### src/common/conv_pkg.sv
`default_nettype none

package conv_pkg;

  // frame geometry, fixed at 8x8
  localparam int IMG_W = 8;
  localparam int IMG_H = 8;

  localparam int PIX_W  = 6;   // pixel and coefficient width
  localparam int PROD_W = 12;
  localparam int SUM_W  = 18;

  localparam int OUT_CREDITS = 4; // result slots the downstream can hold

  localparam int COL_W    = $clog2(IMG_W);
  localparam int ROW_W    = $clog2(IMG_H);
  localparam int CRED_W   = $clog2(OUT_CREDITS + 1);
  localparam int KERNEL_N = 9;
  localparam int KIDX_W   = 4;

  typedef struct packed {
    logic [PIX_W-1:0] data;
  } pixel_t;

  typedef logic [PIX_W-1:0] coef_t;

  // w0 is the top-left pixel, w8 the bottom-right (the newest one)
  typedef struct packed {
    pixel_t w0, w1, w2;
    pixel_t w3, w4, w5;
    pixel_t w6, w7, w8;
  } window_t;

  typedef struct packed {
    coef_t k0, k1, k2;
    coef_t k3, k4, k5;
    coef_t k6, k7, k8;
  } kernel_t;

  typedef struct packed {
    logic [PROD_W-1:0] p0, p1, p2;
    logic [PROD_W-1:0] p3, p4, p5;
    logic [PROD_W-1:0] p6, p7, p8;
  } prod_vec_t;

  typedef struct packed {
    logic valid;
    logic last;
  } tag_t;

  typedef struct packed {
    logic [SUM_W-1:0] sum;
    logic             last;
  } conv_result_t;

endpackage

`default_nettype wire
### src/verilog/conv_top.sv
`timescale 1ns/1ps
`default_nettype none

module conv_top (
  input  logic                   clk,
  input  logic                   rst,
  input  conv_pkg::pixel_t       pix_in,
  input  logic                   pix_valid,
  output logic                   pix_ready,
  input  conv_pkg::coef_t        coef_in,
  input  logic                   coef_valid,
  output conv_pkg::conv_result_t res,
  output logic                   res_valid,
  input  logic                   res_credit
);

  import conv_pkg::*;

  logic      accept;
  tag_t      win_tag;
  tag_t      prod_tag;
  kernel_t   kernel;
  window_t   window;
  prod_vec_t prod;

  conv_ctrl u_ctrl (
    .clk        (clk),
    .rst        (rst),
    .pix_valid  (pix_valid),
    .res_credit (res_credit),
    .pix_ready  (pix_ready),
    .accept     (accept),
    .win_tag    (win_tag)
  );

  kernel_store u_kernel (
    .clk        (clk),
    .rst        (rst),
    .coef_in    (coef_in),
    .coef_valid (coef_valid),
    .kernel     (kernel)
  );

  conv_window u_window (
    .clk    (clk),
    .rst    (rst),
    .accept (accept),
    .pix_in (pix_in),
    .window (window)
  );

  // window and tag line up here, three register stages to res_valid
  mac_array u_mac (
    .clk     (clk),
    .rst     (rst),
    .window  (window),
    .kernel  (kernel),
    .tag_in  (win_tag),
    .prod    (prod),
    .tag_out (prod_tag)
  );

  adder_tree u_tree (
    .clk       (clk),
    .rst       (rst),
    .prod      (prod),
    .tag_in    (prod_tag),
    .res       (res),
    .res_valid (res_valid)
  );

endmodule

`default_nettype wire

### src/conv_mac/adder_tree.sv
`timescale 1ns/1ps
`default_nettype none

module adder_tree (
  input  logic                   clk,
  input  logic                   rst,
  input  conv_pkg::prod_vec_t    prod,
  input  conv_pkg::tag_t         tag_in,
  output conv_pkg::conv_result_t res,
  output logic                   res_valid
);

  import conv_pkg::*;

  logic [PROD_W:0]   pair_q [4];  // one extra bit per pair sum
  logic [PROD_W-1:0] odd_q;       // ninth product waits a stage
  tag_t              tag1_q;

  logic [SUM_W-1:0] sum_q;
  tag_t             tag2_q;

  always_ff @(posedge clk) begin
    pair_q[0] <= {1'b0, prod.p0} + {1'b0, prod.p1};
    pair_q[1] <= {1'b0, prod.p2} + {1'b0, prod.p3};
    pair_q[2] <= {1'b0, prod.p4} + {1'b0, prod.p5};
    pair_q[3] <= {1'b0, prod.p6} + {1'b0, prod.p7};
    odd_q     <= prod.p8;
  end

  // the full-width sum cannot overflow, nine 63*63 terms stay below 2**16
  always_ff @(posedge clk) begin
    sum_q <= SUM_W'(pair_q[0]) + SUM_W'(pair_q[1])
           + SUM_W'(pair_q[2]) + SUM_W'(pair_q[3])
           + SUM_W'(odd_q);
  end

  always_ff @(posedge clk) begin
    if (rst) begin
      tag1_q <= '0;
      tag2_q <= '0;
    end else begin
      tag1_q <= tag_in;
      tag2_q <= tag1_q;
    end
  end

  always_comb begin
    res.sum  = sum_q;
    res.last = tag2_q.last;
  end

  assign res_valid = tag2_q.valid;

endmodule

`default_nettype wire

### src/conv_mac/mac_array.sv
`timescale 1ns/1ps
`default_nettype none

module mac_array (
  input  logic                clk,
  input  logic                rst,
  input  conv_pkg::window_t   window,
  input  conv_pkg::kernel_t   kernel,
  input  conv_pkg::tag_t      tag_in,
  output conv_pkg::prod_vec_t prod,
  output conv_pkg::tag_t      tag_out
);

  import conv_pkg::*;

  prod_vec_t prod_d;
  prod_vec_t prod_q;
  tag_t      tag_q;

  // position-wise unsigned products, operands widened to keep the full 12 bits
  always_comb begin
    prod_d.p0 = PROD_W'(window.w0.data) * PROD_W'(kernel.k0);
    prod_d.p1 = PROD_W'(window.w1.data) * PROD_W'(kernel.k1);
    prod_d.p2 = PROD_W'(window.w2.data) * PROD_W'(kernel.k2);
    prod_d.p3 = PROD_W'(window.w3.data) * PROD_W'(kernel.k3);
    prod_d.p4 = PROD_W'(window.w4.data) * PROD_W'(kernel.k4);
    prod_d.p5 = PROD_W'(window.w5.data) * PROD_W'(kernel.k5);
    prod_d.p6 = PROD_W'(window.w6.data) * PROD_W'(kernel.k6);
    prod_d.p7 = PROD_W'(window.w7.data) * PROD_W'(kernel.k7);
    prod_d.p8 = PROD_W'(window.w8.data) * PROD_W'(kernel.k8);
  end

  always_ff @(posedge clk) begin
    prod_q <= prod_d;
  end

  always_ff @(posedge clk) begin
    if (rst) begin
      tag_q <= '0;
    end else begin
      tag_q <= tag_in; // products are captured every cycle, the tag says which count
    end
  end

  assign prod    = prod_q;
  assign tag_out = tag_q;

endmodule

`default_nettype wire

### src/conv_window/conv_window.sv
`timescale 1ns/1ps
`default_nettype none

module conv_window (
  input  logic              clk,
  input  logic              rst,
  input  logic              accept,
  input  conv_pkg::pixel_t  pix_in,
  output conv_pkg::window_t window
);

  import conv_pkg::*;

  // each line buffer delays by exactly one row of accepted pixels
  pixel_t lb0_q [IMG_W];
  pixel_t lb1_q [IMG_W];

  pixel_t lb0_out;  // same column, one row up
  pixel_t lb1_out;  // same column, two rows up

  // two older columns per window row, index 0 is the nearer one
  pixel_t top_q [2];
  pixel_t mid_q [2];
  pixel_t bot_q [2];

  assign lb0_out = lb0_q[IMG_W-1];
  assign lb1_out = lb1_q[IMG_W-1];

  always_ff @(posedge clk) begin
    if (accept) begin
      lb0_q[0] <= pix_in;
      lb1_q[0] <= lb0_out;
      for (int i = 1; i < IMG_W; i++) begin
        lb0_q[i] <= lb0_q[i-1];
        lb1_q[i] <= lb1_q[i-1];
      end
    end
  end

  always_ff @(posedge clk) begin
    if (rst) begin
      for (int i = 0; i < 2; i++) begin
        top_q[i] <= '0;
        mid_q[i] <= '0;
        bot_q[i] <= '0;
      end
    end else if (accept) begin
      top_q[0] <= lb1_out;
      mid_q[0] <= lb0_out;
      bot_q[0] <= pix_in;
      top_q[1] <= top_q[0];
      mid_q[1] <= mid_q[0];
      bot_q[1] <= bot_q[0];
    end
  end

  // the right column is live, so the window is complete in the accept cycle
  always_comb begin
    window.w0 = top_q[1];
    window.w1 = top_q[0];
    window.w2 = lb1_out;
    window.w3 = mid_q[1];
    window.w4 = mid_q[0];
    window.w5 = lb0_out;
    window.w6 = bot_q[1];
    window.w7 = bot_q[0];
    window.w8 = pix_in;
  end

endmodule

`default_nettype wire

### src/verilog/kernel_store.sv
`timescale 1ns/1ps
`default_nettype none

module kernel_store (
  input  logic              clk,
  input  logic              rst,
  input  conv_pkg::coef_t   coef_in,
  input  logic              coef_valid,
  output conv_pkg::kernel_t kernel
);

  import conv_pkg::*;

  coef_t             coef_q [KERNEL_N];
  logic [KIDX_W-1:0] idx_q;  // next slot to be written

  always_ff @(posedge clk) begin
    if (rst) begin
      idx_q <= '0;
      for (int i = 0; i < KERNEL_N; i++) begin
        coef_q[i] <= '0;
      end
    end else if (coef_valid) begin
      coef_q[idx_q] <= coef_in;
      idx_q <= (idx_q == KIDX_W'(KERNEL_N - 1)) ? '0 : idx_q + 1'b1;
    end
  end

  always_comb begin
    kernel.k0 = coef_q[0];
    kernel.k1 = coef_q[1];
    kernel.k2 = coef_q[2];
    kernel.k3 = coef_q[3];
    kernel.k4 = coef_q[4];
    kernel.k5 = coef_q[5];
    kernel.k6 = coef_q[6];
    kernel.k7 = coef_q[7];
    kernel.k8 = coef_q[8];
  end

endmodule

`default_nettype wire

### src/verilog/conv_ctrl.sv
`timescale 1ns/1ps
`default_nettype none

module conv_ctrl (
  input  logic           clk,
  input  logic           rst,
  input  logic           pix_valid,
  input  logic           res_credit,
  output logic           pix_ready,
  output logic           accept,
  output conv_pkg::tag_t win_tag
);

  import conv_pkg::*;

  logic [COL_W-1:0]  col_q;
  logic [ROW_W-1:0]  row_q;
  logic [CRED_W-1:0] credits_q;

  logic completes;  // incoming position closes a full 3x3 window
  logic last_pos;
  logic take;       // a credit is reserved this cycle
  logic col_end;
  logic row_end;

  assign col_end   = (col_q == COL_W'(IMG_W - 1));
  assign row_end   = (row_q == ROW_W'(IMG_H - 1));
  assign completes = (row_q >= ROW_W'(2)) && (col_q >= COL_W'(2));
  assign last_pos  = row_end && col_end;

  // stall only when this pixel would need a result slot and none is free
  assign pix_ready = !(completes && (credits_q == '0));
  assign accept    = pix_valid && pix_ready;
  assign take      = accept && completes;

  always_comb begin
    win_tag.valid = take;
    win_tag.last  = take && last_pos;
  end

  // raster position, wrapping at the frame end so frames can follow directly
  always_ff @(posedge clk) begin
    if (rst) begin
      col_q <= '0;
      row_q <= '0;
    end else if (accept) begin
      if (col_end) begin
        col_q <= '0;
        if (row_end) begin
          row_q <= '0;
        end else begin
          row_q <= row_q + 1'b1;
        end
      end else begin
        col_q <= col_q + 1'b1;
      end
    end
  end

  // a reservation and a returned credit in the same cycle cancel out
  always_ff @(posedge clk) begin
    if (rst) begin
      credits_q <= CRED_W'(OUT_CREDITS);
    end else begin
      case ({take, res_credit})
        2'b10: credits_q <= credits_q - 1'b1;
        2'b01: credits_q <= credits_q + 1'b1;
        default: credits_q <= credits_q;
      endcase
    end
  end

endmodule

`default_nettype wire

### config.mk
export PLATFORM = sky130hd
export DESIGN_NAME = conv_top
export DESIGN_NICKNAME = d
export VERILOG_FILES = /design/src/common/conv_pkg.sv /design/src/verilog/conv_top.sv /design/src/conv_mac/adder_tree.sv /design/src/conv_mac/mac_array.sv /design/src/conv_window/conv_window.sv /design/src/verilog/kernel_store.sv /design/src/verilog/conv_ctrl.sv
export SDC_FILE = /design/constraint.sdc
export NUM_CORES = 1
export LEC_CHECK = 0
export ABC_CLOCK_PERIOD_IN_PS = 4800
export BUFFER_PORTS_ARGS = -buffer_cell sky130_fd_sc_hd__buf_2
export CAP_MARGIN = 40
export CORE_ASPECT_RATIO = 1.1
export CORE_MARGIN = 3
export CORE_UTILIZATION = 64
export CTS_CLUSTER_SIZE = 14
export DETAILED_ROUTE_END_ITERATION = 8
export MAX_ROUTING_LAYER = met4
export PLACE_DENSITY = 0.8
export SLEW_MARGIN = 20
export SYNTH_ARGS = -nofsm -noshare
export SYNTH_HDL_FRONTEND = slang
export SYNTH_SLANG_ARGS = --single-unit
### constraint.sdc
create_clock -name clk -period 4.8 [get_ports clk]
set_input_delay 0.24 -clock clk [delete_from_list [all_inputs] [get_ports clk]]
set_output_delay 0.24 -clock clk [all_outputs]
set_load 0.1 [all_outputs]
==> impl_metrics.csv <==
group,metric,value,unit
final_layout,layout-drive-gt1-share,5.87,%
timing,min_period,4420,ps
final_layout,layout.cells.most_common_list,"267 x ha_1, 254 x inv_1, 216 x and2_1",
floorplan,io_pins,38,
timing,worst_slack,380,ps
timing,fin_tns_setup,0,ps
global_route,antenna_found_initial,0,
floorplan,die_y,208,um
synth,synth.distinct_cells,61,
cts,post-cts-setup-buffer-count,0,
pwr,combPwrFrac,48.3,%
critical_path,cp-start-kind,"register",
route,first_iter_violations,740,
cts,clockBufferDepth,3,
placement,routabilityCongestion,0.888,
floorplan,start_util,65.3,%
placement,place_hpwl,35400,um
timing,hold_viol,0,
pwr,p_leak,12.6,nW
cts,numCtsBuffers,41,
critical_path,critPathKind,"register to register",
cts,cts.sink_count,393,
cts,path_clk_slew,60,ps
route,detail_route.wl_per_cell,17.0,um
synth,netlist_instances,2130,
pwr,swShare,39.5,%
pwr,vdd_ir_drop_max,1.01,mV
run_status,status,"finished clean",
floorplan,num_rows,73,
final_layout,fin_util,71.4,%
pwr,clockPowerShare,22.0,%
placement,port_buffers,35,
synth,syn_area,23800,sq um
timing,finalMaxSlewViolations,0,
min_path,hp-class,"input pin to register",
job,drv_cap,0,
cts,cts-root-buf,"clkbuf_16",
synth,ys_async_sr_fraction,0,%
global_route,grt_overflow,0,
global_route,met2_usage,42.5,%
critical_path,cp.arrival,4920,ps
final_layout,diodes,0,
route,dr.pass1.iters,5,
critical_path,path_max_fanout,7,
cts,hold_buffers,5,
cts,cts_resized,0,
timing,timing.fmax,226,MHz
route,avgViaCountPerCell,5.49,
synth,yosysWarnings,0,
synth,synth.top_cell.area_share,23.5,%
route,dr_total_vias,14900,
final_layout,final_common_cell,"ha_1",
global_route,grt_pass1_wl,76500,um
floorplan,coreArea,36400,sq um
synth,ys_ff_latch,393,
timing,rsz0062_at_grt,"no",
global_route,grt_pass1_vias,15500,
route,drc_errors,0,
global_route,met1_usage,31.2,%
critical_path,cp-end-kind,"register",
placement,post-place-ws,439,ps
timing,worst_slew_pin_slew,740,ps
synth,ys.flop_type,"dfxtp_1",
synth,yosysTopAreaCell,"edfxtp_1",
pwr,powerDensity,566,nW/um^2
route,ant_nets,0,
final_layout,syn2layout_area_growth,9.35,%
timing,fin_crit_sh,92.1,%
pwr,power_frac_seq,29.8,%
critical_path,reg2reg_slack,380,ps
global_route,grt_use_met3,3.61,%
global_route,grt_usage,25.0,%
timing,setup_viol,0,
cts,cts_tree,"built",
pwr,p_switching,5.82,mW
timing,skew,25.8,ps
synth,synth_edf_count,186,
cts,clk_latency,570,ps
synth,yosysSeqAreaShare,40.9,%
cts,cts_htree_levels,2,
global_route,grt_busiest_layer,"met2",
critical_path,required,5300,ps
final_layout,nets,2666,
floorplan,die_area,39500,sq um
global_route,grt_max_degree,52,
floorplan,die_x,190,um
synth,yosys-top-cells-area,"edfxtp_1 23%, dfxtp_1 17%, fa_1 15%, ha_1 14%, and2_1 5.7%",
timing,max_slew_margin,50.7,%
route,finalWirelength,46100,um
synth,avgSynthCellArea,11.2,sq um
pwr,p_int,8.90,mW
==> metal layers <==
metal,share of wire [%],vias to the layer above
met5,0,-
met4,2.9,0
met3,3.8,98
met2,50,299
met1,43,7325
li1,-,7195
==> cell families (layout without fill, tap and decap cells) <==
| logic type | after synthesis | after routing | synth area share, % |
|---|---|---|---|
| and+or+nand+nor | 642 | 642 | 13.9 |
| muxes | 3 | 3 | 0.126 |
| buffers and inverters | 277 | 377 | 4.41 |
| AOI/OAI and AO/OA | 236 | 236 | 6.42 |
| DFF | 393 | 393 | 40.9 |
| xor gates and xnor gates | 127 | 127 | 4.68 |
| other | 1 | 2 | 0.0158 |
| adders and majority gates | 451 | 451 | 29.5 |
==> synthesized netlist by cell type (all sizes together), types with 4 or more instances <==
library cell	instances
a311oi	4
o21bai	5
a31o	4
nor3	12
nand2b	7
fa	184
o21a	5
inv	255
xnor2	97
nand3	10
a21o	53
or4	9
xor2	30
nand4	4
dfxtp	207
edfxtp	186
a211oi	6
nor2b	29
a21oi	83
buf	4
clkbuf	18
nand2	208
nor2	83
and2	216
o311ai	6
o211ai	7
o41ai	8
o21ai	43
and3	51
or2	5
ha	267
==> metrics by stage <==
stage               hold slack, ps  power, mW  cells  cell area [sq um]
floorplan                      310       9.97   2131              23800
global placement               312       11.2   2636              24500
detailed placement             312       11.5   2637              24500
CTS                           14.4       14.8   2718              26000
global route                  30.2       15.8   2718              26000
finish                        47.0       14.7   2718              26000
==> registers in the layout, indices dropped and copies added (netlist names), 4 cells and up <==
| name | flops |
|---|---|
| u_window.bot_q | 12 |
| u_window.lb1_q | 48 |
| u_kernel.coef_q | 54 |
| u_tree.sum_q | 16 |
| u_window.mid_q | 12 |
| u_kernel.idx_q | 4 |
| u_tree.odd_q | 12 |
| u_tree.pair_q | 52 |
| u_window.top_q | 12 |
| u_mac.prod | 108 |
| u_window.lb0_q | 48 |
==> path summary, 6_finish.rpt <==
path                                     startpoint  depth (start not counted)               end
worst max-delay path            u_tree.pair_q[1][0]                         19  u_tree.sum_q[14]
worst min-delay path                      pix_valid                          3  u_mac.tag_out[1]
worst max register to register  u_tree.pair_q[1][0]                         19  u_tree.sum_q[14]
worst min register to register        u_mac.prod[7]                          0   u_tree.odd_q[7]
==> power by group through the flow <==
stage          sequential [mW]  clock [mW]  combinational (mW)
2_1_floorplan             4.73           0                5.24
3_3_place_gp              4.45           0                6.71
3_5_place_dp              4.46           0                7.06
4_1_cts                   4.39        3.29                7.10
5_1_grt                   4.43        3.42                7.96
6_report                  4.38        3.23                7.10
==> critical path, cell delays in order (launching register included) <==
cell and delay, ps:
dfxtp_1 310, ha_1 190, inv_1 70, fa_1 390, nand2b_1 180, a21oi_1 220
or3_1 140, a21oi_1 70, xnor2_1 140, fa_1 490, inv_1 50, fa_1 470
inv_1 50, ha_1 370, a21oi_2 210, nand2_1 90, a22oi_1 230, o211ai_1 170
a311oi_1 340, xnor2_1 150
==> final cells by class <==
| class | instances | area, sq um |
|---|---|---|
| clock buffer | 57 | 1200 |
| clock inverter | 19 | 201 |
| fill | 2486 | 10400 |
| inverter | 255 | 958 |
| multi-input combinational | 1461 | 13000 |
| sequential | 393 | 9730 |
| tap | 487 | 609 |
| timing repair buffer | 46 | 290 |
Power figures use the tool's default switching activity.
